[config.mk]
export PLATFORM = sky130hd
export DESIGN_NAME = way_select
export DESIGN_NICKNAME = d
export VERILOG_FILES = /design/src/verilog/cache_geom_pkg.sv /design/src/verilog/cache_if_pkg.sv /design/src/verilog/way_select.sv
export SDC_FILE = /design/constraint.sdc
export NUM_CORES = 1
export LEC_CHECK = 0
export BUFFER_PORTS_ARGS = -buffer_cell sky130_fd_sc_hd__buf_2
export CAP_MARGIN = 20
export CORE_AREA = 2 2 646 648
export CTS_CLUSTER_SIZE = 40
export DETAILED_ROUTE_END_ITERATION = 12
export DIE_AREA = 0 0 648 650
export PLACE_DENSITY = 0.3
export SLEW_MARGIN = 20
export SYNTH_ARGS = -nofsm -noshare
export SYNTH_HDL_FRONTEND = slang
export SYNTH_SLANG_ARGS = --single-unit
[constraint.sdc]
create_clock -name clk -period 8.7 [get_ports clk]
set_input_delay 1.305 -clock clk [delete_from_list [all_inputs] [get_ports clk]]
set_output_delay 1.305 -clock clk [all_outputs]
set_load 0.01 [all_outputs]
[src/verilog/cache_geom_pkg.sv]
package cache_geom_pkg;

    // address split: tag | index | offset
    localparam int tag_w          = 20;
    localparam int index_w        = 6;
    localparam int offset_w       = 6;   // byte offset inside a line

    localparam int words_per_line = 16;
    localparam int num_sets       = 64;  // 2 ways per set

    typedef logic [31:0] word_t;

    // one cache line seen as 16 words, word 0 in the low bits
    typedef word_t [words_per_line-1:0] line_t;

    typedef logic [tag_w-1:0]    tag_t;
    typedef logic [index_w-1:0]  index_t;
    typedef logic [offset_w-1:0] offset_t;

    // word number inside a line, offset[5:2]
    typedef logic [$clog2(words_per_line)-1:0] word_sel_t;

    typedef logic [3:0] strb_t;                      // byte lanes of one word
    typedef logic [words_per_line-1:0] word_wen_t;   // one enable per word

endpackage

[src/verilog/cache_if_pkg.sv]
package cache_if_pkg;

    import cache_geom_pkg::*;

    typedef enum logic {
        op_load  = 1'b0,
        op_store = 1'b1
    } cache_op_e;

    // main controller states
    typedef enum logic [2:0] {
        st_idle    = 3'd0,
        st_lookup  = 3'd1,
        st_select  = 3'd2,  // victim is captured here
        st_miss    = 3'd3,
        st_replace = 3'd4,  // dirty line write-back
        st_hold    = 3'd5,
        st_refill  = 3'd6
    } cache_state_e;

    // request from the pipeline
    typedef struct packed {
        cache_op_e op;
        tag_t      tag;
        index_t    index;
        offset_t   offset;
        strb_t     wstrb;
        word_t     wdata;
    } cpu_req_t;

    typedef struct packed {
        logic valid;
        logic dirty;
        tag_t tag;
    } line_meta_t;

    // line chosen for eviction, held by the miss buffer
    typedef struct packed {
        logic       way;
        line_meta_t meta;
        line_t      data;
    } victim_t;

endpackage

[src/verilog/way_select.sv]
`timescale 1ns/1ps

module way_select
    import cache_geom_pkg::*, cache_if_pkg::*;
(
    input  logic       clk,
    input  logic       resetn,
    input  logic       lookup,
    input  tag_t       req_tag,
    input  index_t     req_index,
    input  word_sel_t  word_sel,
    input  line_meta_t meta0,
    input  line_meta_t meta1,
    input  line_t      data0,
    input  line_t      data1,
    output logic       hit,
    output logic       hit_way,
    output word_t      load_word,
    output victim_t    victim
);

    logic hit0;
    logic hit1;
    logic victim_way;

    // one age bit per set, 1 means way 1 goes next
    logic age [num_sets];

    assign hit0 = meta0.valid && (meta0.tag == req_tag);
    assign hit1 = meta1.valid && (meta1.tag == req_tag);

    assign hit     = hit0 | hit1;
    assign hit_way = hit1;

    // word of the hit way, don't care on a miss
    assign load_word = hit1 ? data1[word_sel] : data0[word_sel];

    always_ff @(posedge clk) begin
        if (!resetn) begin
            for (int s = 0; s < num_sets; s++) begin
                age[s] <= 1'b0;
            end
        end else if (lookup && hit) begin
            age[req_index] <= ~hit_way;     // the way not used just now is older
        end
    end

    assign victim_way = age[req_index];

    always_comb begin
        victim.way  = victim_way;
        victim.meta = victim_way ? meta1 : meta0;
        victim.data = victim_way ? data1 : data0;
    end

endmodule

### Yosys cells after proc, flatten, opt, wreduce, memory -nomap -nowiden

Memory sizes are Yosys's and may differ from the RTL's.
Cells that the tools add are included.

* register bits: 0
* bits in writable memories: 64
* word-level logic and storage cells: 24
* memories: 1

Memory list
* age: depth 64, width 1, read ports 1, clocked after Yosys merged registers in 0, write ports 64, line way_select.sv:27 `logic age [num_sets];`

* $lt $le $gt $ge: 1
* equal/unequal tests: 2
* multiplexer cells: 14
* bitwise logic cells: 2
* reduce and logical (&&, ||, !) cells: 4

Operators by type and width (count)
* $mux 512: 1
* $bmux 32 s4: 2
* $mux 32: 3
* $eq 20x20->1: 2
* $mux 22: 1
* $mux 1: 6
* $mux 6: 1
* $lt 4x5->1 const B: 1
* $logic_and 1x1->1: 3
* $not 1->1: 1
* $or 1x1->1: 1
* $reduce_or 1->1: 1

### Logic depth before layout (Yosys ltp)

* word-level depth: 9
* gate-level depth with buffers: 12
* gate-level depth less buffers: 6

### Worst setup path before layout

Ideal clock, no wire load.

* path kind: input to output
* start point: input port word_sel[0]
* end point: output port load_word[22]
* arrival: 3.416 ns
* slack: 3.979 ns
* cell stages on the path: 7
* path buffers: 3
* path through: clkbuf_1 clkbuf_1 buf_1 mux4_2 mux4_2 nand2_1 nand2_1

* word-level cells in the longest chain between the ends: 3
* elaborated cells on any way between the ends: 5
* classes of those cells: mux: 5

RTL lines
* from (decl): line way_select.sv:11 `input word_sel_t word_sel,`
* $bmux 32 s4: line way_select.sv:36 `assign load_word = hit1 ? data1[word_sel] : data0[word_sel];`
* $mux 32 (not written as such): line way_select.sv:36
* $mux 32 *: line way_select.sv:36
* to (decl): line way_select.sv:18 `output word_t load_word,`

Every way passes the cells marked *; elsewhere a longest branch is shown, timed or not. The select of a mux whose other input is x is not followed.

==> flow_summary.json <==
{
  "fin_nets": 4142,
  "io_buffers": 1669,
  "cts-buffers-inserted": 9,
  "cp.arrival_ps": 6090,
  "drc": 0,
  "synth.most_common_cell": "mux2_2",
  "antenna_left": 0,
  "pwr-share-comb_pct": 79.2,
  "hold_buffers": 0,
  "drive_above_1_share_pct": 83.54,
  "dpl.hpwl_mm": 361.3,
  "power_switching_mw": 1.737,
  "ys_seq_area_share_pct": 6.978,
  "seq_area_um2": 1281,
  "io_pins": 1670,
  "ys_ff_latch": 64,
  "cp_max_fo": 42,
  "largest_reg_flops": 64,
  "critPathKind": "input port to primary output",
  "powerDensity_nw_per_um2": 91.32,
  "finClkSkew_ps": 0,
  "grt_pass1_wl_mm": 448.3,
  "status": "completed",
  "r2r-start": "age[57]$_DFF_P_",
  "rsz0062_at_grt": "false",
  "multiInputGateArea_um2": 16260,
  "maxSlewViolCount": 0,
  "cts_sinks": 64,
  "reg_top3": "age (64)",
  "synth_edf_count": 0,
  "syn_to_final_growth_pct": 83.91,
  "mappedNetlistNets": 2592,
  "die_h_um": 650,
  "p_leak_nw": 12.71,
  "irDropWorstVdd_uv": 84.72,
  "syn_inst": 1491,
  "clk_pin_slew_ps": 50,
  "hold_path.class": "flop to flop",
  "synth_common_cells": "mux2_2 (387), mux4_2 (322), mux2_4 (108), nand2_1 (103), clkbuf_1 (68)",
  "clk_latency_ps": 340,
  "postCtsResizedCells": 0,
  "async_flop_share_pct": 0,
  "h-tree-depth": 3,
  "p_sw_share_pct": 56.33,
  "final_cell_area_um2": 33770,
  "r2r_setup_slack_ps": 7910,
  "root_buffer": "clkbuf_16",
  "clockPowerShare_pct": 11.3,
  "drt-initial-drc-count": 2963,
  "fill_cells": 48540,
  "setup_viol": 0,
  "cts_tree": "built",
  "antenna_found_initial": 313,
  "syn_area_per_cell_um2": 12.31,
  "min_period_over_period_pct": 84.99,
  "final_hold_viol_count": 0,
  "final_cells": 8655,
  "syn_area_um2": 18360,
  "yosys.area.top_type_share_pct": 39.50,
  "crit_path_start": "req_index[2]",
  "top_register": "age",
  "internal_power_mw": 1.347,
  "p_seq_share_pct": 9.5,
  "fmax_mhz": 135.2,
  "maxCapViolCount": 0,
  "clockBufferDepth": 2,
  "first_pass_iters": 6,
  "die_w_um": 648,
  "required_ps": 7390,
  "critical_path.endpoint_type": "primary output",
  "avgRoutedWirePerCell_um": 45.01,
  "min_period_ps": 7394,
  "num_vias": 26380,
  "start_util_pct": 4.426,
  "grt_start_max_net_pins": 135,
  "fp.coreArea_um2": 414900,
  "rows": 237,
  "hold_start": "age[4]$_DFF_P_",
  "yosysWarnings": 0,
  "crit_path_start_kind": "input port",
  "grtUsageTotal_pct": 17.68,
  "synth_ff_type": "dfxtp_1",
  "dieArea_um2": 421200,
  "synthDistinctLibCells": 50,
  "vias_per_cell": 3.048,
  "gp_congestion": 1.147,
  "grt_pass1_vias": 25160,
  "synth_area_leaders": "mux4_2 (39%), mux2_2 (24%), mux2_4 (8.8%)",
  "fin_setup_tns_ps": 0,
  "overflow": 0,
  "routed_wl_mm": 389.6,
  "place_area_um2": 33210,
  "place_inst": 8527,
  "yosysTopAreaCell": "mux4_2",
  "worst_slew_pin_slew_ps": 1203,
  "relSlewSlack_pct": 19.82,
  "post-cts-setup-buffer-count": 0
}
-- critical path: stages --
cell,delay [ps]
buf_2,640
nor2b_1,490
a22oi_1,200
o32ai_1,290
a2111oi_1,110
nand4_1,200
buf_4,420
buf_4,520
buf_4,480
buf_16,280
mux2_1,610
buf_2,260
-- area by class of cell --
cell class / instances / area share (%)
diodes: 114 / 0.8449
clock buffers: 14 / 0.8115
inverters: 2 / 0.02223
multi-input cells: 1260 / 48.15
flip-flops and latches: 64 / 3.794
well taps: 5497 / 20.37
repair buffers: 1704 / 26.01
-- cell usage in the layout (no fill, tap or decap), types with 8 or more instances in the layout --
cell type,n
nand2_1,103
mux2i_1,9
a21oi_1,67
mux2_2,387
mux4_2,322
nor2_1,21
diode_2,114
xor2_1,8
dfxtp_1,64
mux2_1,42
nand4_1,11
nand3_1,15
o2bb2a_1,64
mux2_4,108
clkbuf_16,9
buf_2,1665
xnor2_1,32
buf_4,25
buf_12,9
-- cells by family (layout without fill, tap and decap cells) --
kind of cell	count (synthesis)	in the layout	share of synthesized area (%)
other	0	114	0
buffers and inverters	167	1720	4.511
and+or+nand+nor	193	193	4.948
DFF	64	64	6.978
AOI/OAI and AO/OA	159	159	6.522
xor gates and xnor gates	40	40	1.908
muxes	868	868	75.13
-- per-layer routing --
layer | vias to the layer above | GRT usage [%] | share of wire [%]
met5 | - | 0.03432 | 0.20
met4 | 116 | 4.056 | 2.8
met1 | 13910 | 20.23 | 38
met3 | 555 | 8.885 | 12
li1 | 9441 | - | -
met2 | 2355 | 29.16 | 47
-- final timing paths --
check	to	cells after the start
max	victim[470]	12
max reg2reg	age[57]$_DFF_P_	2
min	age[4]$_DFF_P_	2
min reg2reg	age[4]$_DFF_P_	2
-- power by group through the flow --
stage	Clock (mW)	Sequential (mW)	Combinational (mW)
6_report	0.348	0.293	2.44
5_1_grt	0.369	0.293	2.52
4_1_cts	0.355	0.293	2.47
3_5_place_dp	0	0.300	2.46
3_3_place_gp	0	0.300	2.48
2_1_floorplan	0	0.300	0.847
-- metrics by stage --
stage	hold slack [ps]	setup WS, ps	utilization (%)	power (mW)
after global routing	618.7	1029	8.104	3.179
after CTS	601.8	1178	8.071	3.121
after global placement	596.8	846.0	7.998	2.775
after floorplan	569.7	3979	-	1.147
after detailed placement	593.0	1175	8.005	2.761
final	604.0	1306	8.139	3.084
No activity file was read; power rests on OpenSTA's default activity.
