<file path="config.mk">
export PLATFORM = sky130hd
export DESIGN_NAME = cache_ctrl
export DESIGN_NICKNAME = d
export VERILOG_FILES = /design/src/verilog/cache_geom_pkg.sv /design/src/verilog/cache_if_pkg.sv /design/src/verilog/cache_ctrl.sv
export SDC_FILE = /design/constraint.sdc
export NUM_CORES = 1
export LEC_CHECK = 0
export BUFFER_PORTS_ARGS = -buffer_cell sky130_fd_sc_hd__clkbuf_2
export CAP_MARGIN = 20
export CORE_AREA = 2 2 744 746
export DETAILED_ROUTE_END_ITERATION = 6
export DIE_AREA = 0 0 746 748
export GPL_TIMING_DRIVEN = 0
export HOLD_SLACK_MARGIN = 0.05
export PLACE_DENSITY_LB_ADDON = 0.2
export SLEW_MARGIN = 20
export SYNTH_ARGS = -nofsm -noshare
export SYNTH_HDL_FRONTEND = slang
export SYNTH_SLANG_ARGS = --single-unit
</file>
<file path="constraint.sdc">
create_clock -name clk -period 67.5 [get_ports clk]
set_clock_uncertainty 0.1 [all_clocks]
set_input_delay 3.375 -clock clk [delete_from_list [all_inputs] [get_ports clk]]
set_output_delay 3.375 -clock clk [all_outputs]
set_load 0.1 [all_outputs]
</file>
<file path="src/verilog/cache_geom_pkg.sv">
package cache_geom_pkg;

    // address split: tag | index | offset
    localparam int tag_w          = 20;
    localparam int index_w        = 6;
    localparam int offset_w       = 6;   // byte offset inside a line

    localparam int words_per_line = 16;
    localparam int num_sets       = 64;  // 2 ways per set

    typedef logic [31:0] word_t;

    // one cache line seen as 16 words, word 0 in the low bits
    typedef word_t [words_per_line-1:0] line_t;

    typedef logic [tag_w-1:0]    tag_t;
    typedef logic [index_w-1:0]  index_t;
    typedef logic [offset_w-1:0] offset_t;

    // word number inside a line, offset[5:2]
    typedef logic [$clog2(words_per_line)-1:0] word_sel_t;

    typedef logic [3:0] strb_t;                      // byte lanes of one word
    typedef logic [words_per_line-1:0] word_wen_t;   // one enable per word

endpackage

</file>
<file path="src/verilog/cache_if_pkg.sv">
package cache_if_pkg;

    import cache_geom_pkg::*;

    typedef enum logic {
        op_load  = 1'b0,
        op_store = 1'b1
    } cache_op_e;

    // main controller states
    typedef enum logic [2:0] {
        st_idle    = 3'd0,
        st_lookup  = 3'd1,
        st_select  = 3'd2,  // victim is captured here
        st_miss    = 3'd3,
        st_replace = 3'd4,  // dirty line write-back
        st_hold    = 3'd5,
        st_refill  = 3'd6
    } cache_state_e;

    // request from the pipeline
    typedef struct packed {
        cache_op_e op;
        tag_t      tag;
        index_t    index;
        offset_t   offset;
        strb_t     wstrb;
        word_t     wdata;
    } cpu_req_t;

    typedef struct packed {
        logic valid;
        logic dirty;
        tag_t tag;
    } line_meta_t;

    // line chosen for eviction, held by the miss buffer
    typedef struct packed {
        logic       way;
        line_meta_t meta;
        line_t      data;
    } victim_t;

endpackage

</file>
<file path="src/verilog/cache_ctrl.sv">
`timescale 1ns/1ps

module cache_ctrl
    import cache_geom_pkg::*, cache_if_pkg::*;
(
    input  logic        clk,
    input  logic        resetn,
    // pipeline side
    input  logic        valid,
    input  cpu_req_t    req,
    output logic        ready,
    output logic        data_ok,
    output word_t       rdata,
    // from way_select
    input  logic        hit,
    input  logic        hit_way,
    input  word_t       load_word,
    input  victim_t     victim,
    // to the ways
    output index_t      ram_idx,
    output word_wen_t   wen0,
    output word_wen_t   wen1,
    output logic        meta_we0,
    output logic        meta_we1,
    output line_meta_t  meta_in,
    output line_t       line_wdata,
    // to way_select
    output word_sel_t   word_sel,
    output tag_t        req_tag,
    output index_t      req_index,
    output logic        lookup,
    // bus side
    output logic        rd_req,
    output logic [31:0] rd_addr,
    input  logic        rd_rdy,
    input  logic        ret_valid,
    input  logic        ret_last,
    input  word_t       ret_data,
    output logic        wr_req,
    output logic [31:0] wr_addr,
    output line_t       wr_data,
    input  logic        wr_rdy,
    input  logic        wr_valid
);

    cache_state_e state, state_nxt;
    cpu_req_t     rb;           // request buffer
    victim_t      mb;           // miss buffer
    word_sel_t    beat_cnt;
    logic         clearing;     // valid sweep after reset
    index_t       clr_idx;

    logic         accept;
    logic         store_hit;
    logic         refill_beat;
    logic         victim_dirty;
    word_t        merged;
    word_wen_t    wr_en;
    logic         wr_way;
    logic         wr_meta;

    assign lookup    = (state == st_lookup);
    assign store_hit = lookup && hit && (rb.op == op_store);
    assign ready     = ((state == st_idle) && !clearing) || (lookup && hit && (rb.op == op_load));
    assign accept    = valid && ready;
    assign data_ok   = lookup && hit;
    assign rdata     = load_word;

    assign req_tag   = rb.tag;
    assign req_index = rb.index;
    assign word_sel  = rb.offset[offset_w-1:2];

    assign refill_beat  = (state == st_refill) && ret_valid;
    assign victim_dirty = mb.meta.valid && mb.meta.dirty;

    // incoming index only in the accepting cycle
    assign ram_idx = clearing ? clr_idx : (accept ? req.index : rb.index);

    always_ff @(posedge clk) begin
        if (accept) begin
            rb <= req;
        end
        if (state == st_select) begin
            mb <= victim;
        end
    end

    always_ff @(posedge clk) begin
        if (!resetn) begin
            clearing <= 1'b1;
            clr_idx  <= '0;
        end else if (clearing) begin
            clr_idx <= clr_idx + 1'b1;
            if (clr_idx == index_t'(num_sets - 1)) begin
                clearing <= 1'b0;
            end
        end
    end

    always_ff @(posedge clk) begin
        if (!resetn) begin
            beat_cnt <= '0;
        end else if (state == st_hold) begin
            beat_cnt <= '0;
        end else if (refill_beat) begin
            beat_cnt <= beat_cnt + 1'b1;    // beats come in word order
        end
    end

    // store bytes laid over the current word
    always_comb begin
        for (int b = 0; b < 4; b++) begin
            merged[8*b +: 8] = rb.wstrb[b] ? rb.wdata[8*b +: 8] : load_word[8*b +: 8];
        end
    end

    always_comb begin
        wr_en      = '0;
        wr_way     = mb.way;
        wr_meta    = 1'b0;
        meta_in    = '0;
        line_wdata = {words_per_line{ret_data}};
        if (store_hit) begin
            wr_en      = word_wen_t'(1) << word_sel;
            wr_way     = hit_way;
            wr_meta    = 1'b1;
            meta_in    = '{valid: 1'b1, dirty: 1'b1, tag: rb.tag};
            line_wdata = {words_per_line{merged}};
        end else if (refill_beat) begin
            wr_en   = word_wen_t'(1) << beat_cnt;
            wr_meta = ret_last;
            meta_in = '{valid: 1'b1, dirty: 1'b0, tag: rb.tag};
        end
    end

    assign wen0     = wr_way ? '0 : wr_en;
    assign wen1     = wr_way ? wr_en : '0;
    assign meta_we0 = clearing | (wr_meta & ~wr_way);  // sweep writes zero meta
    assign meta_we1 = clearing | (wr_meta & wr_way);

    always_ff @(posedge clk) begin
        if (!resetn) begin
            state <= st_idle;
        end else begin
            state <= state_nxt;
        end
    end

    always_comb begin
        state_nxt = state;
        case (state)
            st_idle:    if (accept) state_nxt = st_lookup;
            st_lookup: begin
                if (!hit) begin
                    state_nxt = st_select;
                end else if (accept) begin
                    state_nxt = st_lookup;
                end else begin
                    state_nxt = st_idle;    // store hit always drops back here
                end
            end
            st_select:  state_nxt = st_miss;
            st_miss: begin
                if (!victim_dirty) begin
                    state_nxt = st_hold;
                end else if (wr_rdy) begin
                    state_nxt = st_replace;
                end
            end
            st_replace: if (wr_valid) state_nxt = st_hold;
            st_hold:    if (rd_rdy) state_nxt = st_refill;
            st_refill:  if (ret_valid && ret_last) state_nxt = st_lookup;  // retry hits
            default:    state_nxt = st_idle;
        endcase
    end

    assign rd_req  = ((state == st_hold) && rd_rdy) ||
                     ((state == st_refill) && !(ret_valid && ret_last));
    assign wr_req  = ((state == st_miss) && victim_dirty && wr_rdy) ||
                     ((state == st_replace) && !wr_valid);
    assign rd_addr = {rb.tag, rb.index, offset_t'(0)};
    assign wr_addr = {mb.meta.tag, rb.index, offset_t'(0)};
    assign wr_data = mb.data;

endmodule

</file>
==> Yosys cells after proc, flatten, opt, wreduce, memory -nomap -nowiden <==
Index checks and enable logic that the tools add are counted.
{ "op_classes": {"eq_ne": 12, "mul": 0, "add_sub_neg": 2, "reduce_logical": 22, "div": 0, "mux": 27, "n_bitwise": 7, "magnitude_cmp": 0, "shift": 2} }
{ "op_table": {"columns": ["operator", "n"], "rows": [
  ["2-to-1 mux 512 bit", 1],
  ["2-to-1 mux 16 bit", 4],
  ["2-to-1 mux 22 bit", 2],
  ["2-to-1 mux 8 bit", 4],
  ["left shift 1 x 4 -> 16 bit, first input constant", 2],
  ["one-hot mux 3 bit (7 select lines)", 1],
  ["2-to-1 mux 3 bit", 6],
  ["logical AND 1 bit", 13],
  ["2-to-1 mux 6 bit", 2],
  ["== test 3 bit, second input constant", 3],
  ["adder 6 x 1 -> 6 bit, second input constant", 1],
  ["== test 3 x 2 -> 1 bit, second input constant", 2],
  ["== test 6 bit, second input constant", 1],
  ["2-to-1 mux 1 bit", 6],
  ["inequality test 2 bit, second input constant", 3],
  ["AND reduction 5 bit", 1],
  ["adder 4 x 1 -> 4 bit, second input constant", 1],
  ["== test 3 x 1 -> 1 bit, second input constant", 1],
  ["logical NOT 1 bit", 3],
  ["logical NOT 3 bit", 1],
  ["logical OR 1 bit", 3],
  ["inequality test 3 bit, second input constant", 1],
  ["NOT 1 bit", 3],
  ["AND 1 bit", 2],
  ["4 further kinds", 5]
]} }
{ "word_totals": {"n_memories": 0, "regBits": 618, "in_bits": 678, "output_inout_bits": 1217, "latchBits": 0, "ramBits": 0, "romBits": 0} }

==> Longest topological paths before layout <==
Gate-level depths: netlist (run 1).
{ "depth": {"ltp_word": 8, "ltp_mapped": 8, "ltp_nobuf": 5} }

==> Worst setup path before layout (run 1) <==
OpenSTA, ideal clock, no wires.
{ "synth_path": {"path_type": "reg-to-reg", "from": "register state[2]", "to": "register mb[532] (netlist bit) (enable)", "stages_incl_launch_ff": 3, "slack_ns": 26.071, "required_time_ns": 65.200, "arrival_ns": 39.129, "synth_period_minus_slack_ns": 41.429, "path_cell_list": "dfxtp_1 > clkbuf_1 > nor3b_1"} }
{ "synth_via": {"elab_chain_cells": 1} }
{ "synth_lines": {"columns": ["element", "line_no", "source"], "rows": [
  ["from (decl)", "cache_ctrl.sv:46", "cache_state_e state, state_nxt;"],
  ["from (signal assigned)", "cache_ctrl.sv:143", "state <= st_idle;"],
  ["from (signal assigned)", "cache_ctrl.sv:145", "state <= state_nxt;"],
  ["== test 3 x 2 -> 1 bit", "cache_ctrl.sv:83", "if (state == st_select) begin"],
  ["to (signal assigned)", "cache_ctrl.sv:84", "mb <= victim;"],
  ["to (decl)", "cache_ctrl.sv:48", "victim_t mb;"]
]} }
Every way passes these cells.
A chain may end at the register's enable or synchronous reset.

==> Worst setup path after layout (run 1) <==
{ "layout_path": {"from": "input port hit", "to": "output port wen1[6]"} }
{ "layout_via": {"elab_chain_cells": 4, "word_cells_on_any_way": 5} }
{ "layout_lines": {"columns": ["element", "line_no", "source"], "rows": [
  ["from (decl)", "cache_ctrl.sv:15", "input logic hit,"],
  ["logical AND 1 bit (*) (2 in a row)", "cache_ctrl.sv:63", "assign store_hit = lookup && hit && (rb.op == op_store);"],
  ["2-to-1 mux 16 bit or 2-to-1 mux 1 bit (tied branches)", "cache_ctrl.sv:123", "if (store_hit) begin"],
  ["2-to-1 mux 16 bit (*)", "cache_ctrl.sv:137", "assign wen1 = wr_way ? wr_en : '0;"],
  ["to (decl)", "cache_ctrl.sv:22", "output word_wen_t wen1,"]
]} }
Every way passes the cells marked *; elsewhere a longest branch is shown, timed or not.

==> results of run 1 <==
[cells by family (layout without fill, tap and decap cells)]
family,count (synthesis),after routing,synth area share (%)
flops,616,616,63.88
simple gates,144,144,2.516
fa+ha+maj,7,7,0.3047
buf+inv,1158,3344,29.81
mux,45,45,1.672
xor+xnor,6,6,0.1829
other cells,1,44,0.01305
compound gates,72,72,1.624
[cell usage in the layout, fill, tap and decap left out, types with 12 or more instances in the layout]
cell and instances:
buf_16 22, buf_4 1190, buf_6 19, bufinv_16 13, clkbuf_1 24, clkbuf_16 104, clkbuf_2 1885, clkinv_1 13
clkinv_2 21, conb_1 12, dfxtp_1 14, diode_2 32, edfxtp_1 602, inv_1 15, mux2i_1 32, nand2_1 42
nor2_1 39, nor2b_1 27, o21ai_2 14, o21ai_4 18
[metrics by stage]
step,instance area (sq um),setup slack (ns),std cells
after floorplan,28780,26.07,2060
after detailed placement,49120,56.76,11348
after global placement,47310,-11.67,11227
after global routing,52550,56.82,11544
after CTS,52530,56.75,11533
final,52610,57.11,11565
[registers in the layout, indices dropped and copies added, names as in the netlist]
register and cells:
req_index 6, mb 3, wr_data 512, beat_cnt 4, clearing 1, wr_addr 20, rb 37, clr_idx 6
word_sel 4, req_tag 20, state 3
[layout make-up]
type                       count  area (sq um)
antenna                       32         80.08
buffer                      1142          8517
clock buffer                 119          2659
clock inverter                66         747.0
fill                       63760        498000
inverter                      16         65.06
multi-input combinational    286          2128
sequential                   616         18360
tap                         7287          9117
timing repair buffer        2001         10930
[report_power, final]
| part | internal (mW) | switching [mW] |
|---|---|---|
| registers | 0.420 | 0.000225 |
| logic | 0.0498 | 0.169 |
| clock network | 0.331 | 0.234 |
[path summary, 6_finish.rpt]
check | end | cells past startpoint
worst max-delay path | wen1[6] | 10
worst min-delay path | beat_cnt[1]$_SDFFE_PP0N_ | 2
worst max register to register | wr_data[258]$_DFFE_PP_ | 14
worst min register to register | beat_cnt[1]$_SDFFE_PP0N_ | 2
[critical path: cells and delay by family]
kind / cells / cell delay [ns]
and+or+nand+nor: 3 / 1.29
buffers and inverters: 6 / 1.83
muxes: 1 / 0.31
[routing by layer]
layer  part of all wire (%)  vias up  global-route usage (%)
met1                     31    11047                   9.280
li1                       -    10187                       -
met5                   0.24        -                       0
met3                     18      553                   8.486
met2                     47     1673                   17.22
met4                    3.5      112                   2.753
==> metrics.txt, run 1 <==
largest net degree at the start of global routing 42; final WL 296000 um; Total GRT Usage 10.21%; worst slew pin tran 1.074 ns; post-synthesis cell type with the largest combined area edfxtp_1; # hold bufs at CTS 0; YS warnings 0; PwrDens 22.89 nW/um^2; H-tree depth 3; Critical-path top delay cell nor2_1; crit path DAT 6.91 ns; Starting Density 5.219%; most common cell in the netlist buf_4; Crit. Startpoint hit; chip height 748 um; P_leak 22.29 nW; Slew Limit Fails 0; Setup CP Type input port to output pin; DR iter-0 viols 969; Finish-stage setup viols 0; core area 550600 sq um; first-pass iteration count of the detailed router 4; clock slew at reported path FFs 0.05 ns; Max Cap Viol 0; Pwr Total 1.204 mW; number of flops mapped to enable cells by yosys 602; Critical Path Sink Type output pin; DRT antenna net count 0; Final Hold Violating Endpoints 0; Syn Area/Cell 14.03 sq um; CP max FO 10; Sum Neg Setup Slack 0 ns; status finished, final reports clean; Resized Gates After CTS 0; RSZ-0062 raised after global routing false; Synth Flop Type edfxtp_1; Root Driver clkbuf_16; via count 23572; synth cell count leaders 1120 x buf_4, 602 x edfxtp_1, 42 x nand2_1; Critical Path Most Common Cell clkbuf_2; layout cells sized above 1 78.66%; fin util 9.554%; global-route wire length before repair 350400 um; Reg2Reg Launch Point state[1]$_SDFFE_PN0P_; Synth Register Bits 616; Avg Vias per Cell 2.038; Die W 746 um; initial antenna violation count 224; Synth area leaders edfxtp_1 63%, buf_4 29%, mux2i_1 1.1%; DIE AREA 558000 sq um; Distinct cells, synth 51; Synth Cell Area 28740 sq um; startpoint types input port; crit path time final 10.39 ns; dpl hpwl 271500 um; I/O Buffers 1880; Slew headroom 28.71%; IO Pins 1895; Tcrit/Tclk final 15.39%; hold_ws 0.4266 ns; Cell Rows 273; largest buffer count on any clock path 4; Sink Count 616; Area Growth Syn to Fin 83.05%; # DRC 0; Req. time, crit path 64.02 ns; CP Cell Sequence clkbuf_2, nor4bb_1, buf_4, nand2_4, buf_6, mux2i_4, buf_16, buf_2, nor2_1, clkbuf_2; total grt overflow 0; post-synth top area share 62.90%; CP max stage delay 0.79 ns; vias in the first global route 24187; gate count after technology mapping 2049; Hold Path Class flop to flop; final-stage net count 4852; worst-skew pair later-pin latency 0.83 ns; CTS tree done; Final GP Congestion 0.9105; Routed WL per cell 25.60 um; Post-CTS Setup Repair Bufs 0; post-synthesis async set-or-reset flop share 0%; Achievable Freq 96.25 MHz; register area share after synthesis 63.88%; TritonCTS buffer count 104; Max rail drop VDD 0.02072 mV; HP Start beat_cnt[1]$_SDFFE_PP0N_; worst reg2reg setup slack 63.52 ns
Power figures use the tool's default switching activity.
==> run 2, diff against run 1 <==
--- a/config.mk
+++ b/config.mk
@@ -7,9 +7,9 @@
 export LEC_CHECK = 0
 export BUFFER_PORTS_ARGS = -buffer_cell sky130_fd_sc_hd__clkbuf_2
 export CAP_MARGIN = 20
-export CORE_AREA = 2 2 744 746
+export CORE_AREA = 2 2 731 733
 export DETAILED_ROUTE_END_ITERATION = 6
-export DIE_AREA = 0 0 746 748
+export DIE_AREA = 0 0 733 735
 export GPL_TIMING_DRIVEN = 0
 export HOLD_SLACK_MARGIN = 0.05
 export PLACE_DENSITY_LB_ADDON = 0.2
==> constraint.sdc (replaced) <==
create_clock -name clk -period 10.65 [get_ports clk]
set_clock_uncertainty 0.1 [all_clocks]
set_input_delay 0.5325 -clock clk [delete_from_list [all_inputs] [get_ports clk]]
set_output_delay 0.5325 -clock clk [all_outputs]
set_load 0.1 [all_outputs]
==> metrics.txt, run 2 (synthesis results as in run 1) <==
CP max FO 16 (was 10); Req. time, crit path 10.02 ns (was 64.02 ns); IO Pins 1895 (unchanged); Sum Neg Setup Slack 0 ns (unchanged); PwrDens 135.9 nW/um^2 (was 22.89 nW/um^2); clock slew at reported path FFs 0.06 ns (was 0.05 ns); Total GRT Usage 9.663% (was 10.21%); CTS tree done (unchanged); fillers 61045 (was 63760); Resized Gates After CTS 0 (unchanged); CP endpoint line_wdata[123] (was wen1[6]); Cell Rows 268 (was 273); global-route wire length before repair 327100 um (was 350400 um); I/O Buffers 1880 (unchanged); largest buffer count on any clock path 4 (unchanged); via count 25437 (was 23572); DR iter-0 viols 1129 (was 969); Root Driver clkbuf_16 (unchanged); final WL 272000 um (was 296000 um); Slew Limit Fails 0 (unchanged); DRT antenna net count 0 (unchanged); TritonCTS buffer count 103 (was 104); # hold bufs at CTS 605 (was 0); Sink Count 616 (unchanged); crit path DAT 4.38 ns (was 6.91 ns); Avg Vias per Cell 2.140 (was 2.038); worst slew pin tran 1.035 ns (was 1.074 ns); Area Growth Syn to Fin 102.9% (was 83.05%); total grt overflow 0 (unchanged); H-tree depth 3 (unchanged); Final GP Congestion 0.9233 (was 0.9105); startpoint types input port (unchanged); # DRC 0 (unchanged); most frequent cells in the layout 1885 x clkbuf_2, 1124 x buf_4, 605 x dlygate4sd3_1 (was 1885 x clkbuf_2, 1190 x buf_4, 602 x edfxtp_1); P_leak 24.64 nW (was 22.29 nW); final-stage net count 5421 (was 4852); worst reg2reg setup slack 7.27 ns (was 63.52 ns); Die W 733 um (was 746 um); setup slack at placement 6.166 ns (was 56.76 ns); core area 531100 sq um (was 550600 sq um); Crit Reg-Reg Endpoint wr_data[163]$_DFFE_PP_ (was wr_data[258]$_DFFE_PP_); chip height 735 um (was 748 um); Routed WL per cell 22.88 um (was 25.60 um); worst-skew pair later-pin latency 0.82 ns (was 0.83 ns); crit path time final 5.014 ns; Reg2Reg Launch Point state[1]$_SDFFE_PN0P_ (unchanged); placed cell area 48660 sq um (was 49120 sq um); Final Hold Violating Endpoints 0 (unchanged); Crit. Startpoint hit (unchanged); Max rail drop VDD 0.1228 mV (was 0.02072 mV); Max Cap Viol 0 (unchanged); layout cells sized above 1 68.72% (was 78.66%); largest net degree at the start of global routing 43 (was 42); cell area after layout 58310 sq um (was 52610 sq um); commonest non-fill, non-tap cell in the layout clkbuf_2 (unchanged); DIE AREA 538800 sq um (was 558000 sq um); Final WS setup 5.636 ns (was 57.11 ns); RSZ-0062 raised after global routing false (unchanged); Pwr Total 7.927 mW (was 1.204 mW); max reg flops 512 (unchanged); initial antenna violation count 186 (was 224); Slew headroom 31.27% (was 28.71%); Tcrit/Tclk final 47.08%; Reg2Reg Depth 12 (was 14); status finished, final reports clean (unchanged); Achievable Freq 199.5 MHz; Critical Path Sink Type output pin (unchanged); Setup CP Type input port to output pin (unchanged); Starting Density 5.411% (was 5.219%); dpl hpwl 246200 um (was 271500 um); first-pass iteration count of the detailed router 5 (was 4); Post-CTS Setup Repair Bufs 0 (unchanged); Hold Path Class input port to flop (was flop to flop); vias in the first global route 26618 (was 24187); Finish-stage setup viols 0 (unchanged)
==> run 2: cell count changes in the layout (fill, tap and decap cells not counted), moves of 3 or more <==
cell / previous run / this run
diode_2: 32 / 50
buf_4: 1190 / 1124
bufinv_16: 13 / 16
dlygate4sd3_1: 0 / 605
clkinvlp_4: 9 / 16
inv_6: 3 / 7
o21ai_2: 14 / 11
clkbuf_1: 24 / 17
buf_8: 8 / 33
buf_16: 22 / 18
clkinv_2: 21 / 13
buf_6: 19 / 30
==> run 2: layout make-up <==
type / instances / area (sq um) / share of cell area (%)
antenna: 50 / 125.1 / 0.2146
buffer: 1142 / 8538 / 14.64
clock buffer: 113 / 2615 / 4.484
clock inverter: 74 / 859.6 / 1.474
inverter: 16 / 65.06 / 0.1116
multi-input combinational: 286 / 2106 / 3.611
sequential: 616 / 18360 / 31.48
tap: 7020 / 8783 / 15.06
timing repair buffer: 2571 / 16860 / 28.92
==> run 2: stage by stage <==
step,std cells,hold WS [ns],utilization [%]
after global placement,10960,0.4033,8.850
after detailed placement,11046,0.4086,9.161
final,11888,0.2338,10.98
after floorplan,2060,0.3678,-
after CTS,11838,0.1091,10.96
after global routing,11857,0.1854,10.96
==> run 2: critical path, stage by stage <==
cell and delay, ns:
dlygate4sd3_1 0.75, clkbuf_2 0.21, nor4bb_1 0.26, buf_4 0.28, nand2_4 0.17, buf_6 0.26
clkbuf_2 0.41, o21ai_2 0.77, buf_4 0.22, clkbuf_2 0.45
==> run 2: worst min path at each step <==
stage / from / end / cells after the start
floorplan: clr_idx[5]$_SDFFE_PN0P_ / clr_idx[5]$_SDFFE_PN0P_ / 2
global placement: beat_cnt[1]$_SDFFE_PP0N_ / beat_cnt[1]$_SDFFE_PP0N_ / 2
detailed placement: beat_cnt[1]$_SDFFE_PP0N_ / beat_cnt[1]$_SDFFE_PP0N_ / 2
finish: wr_rdy / state[2]$_SDFFE_PN0P_ / 4
global route: wr_rdy / state[2]$_SDFFE_PN0P_ / 4
CTS: wr_rdy / state[2]$_SDFFE_PN0P_ / 4
==> run 2: metal layers <==
layer	share of wire, %	track usage (%)	vias to the layer above	wire length, um
met1	34	9.406	12034	91150
met3	17	7.557	418	46810
met4	4.0	3.077	76	10790
met5	0.18	0	-	489
li1	-	-	11364	-
met2	45	15.64	1545	122800
==> run 2: power by group <==
group | total [mW] | internal, mW | switching, mW
Clock | 3.65 | 2.16 | 1.49
Combinational | 1.61 | 0.457 | 1.16
Sequential | 2.66 | 2.66 | 0.00139
Total | 7.93 | 5.28 | 2.65
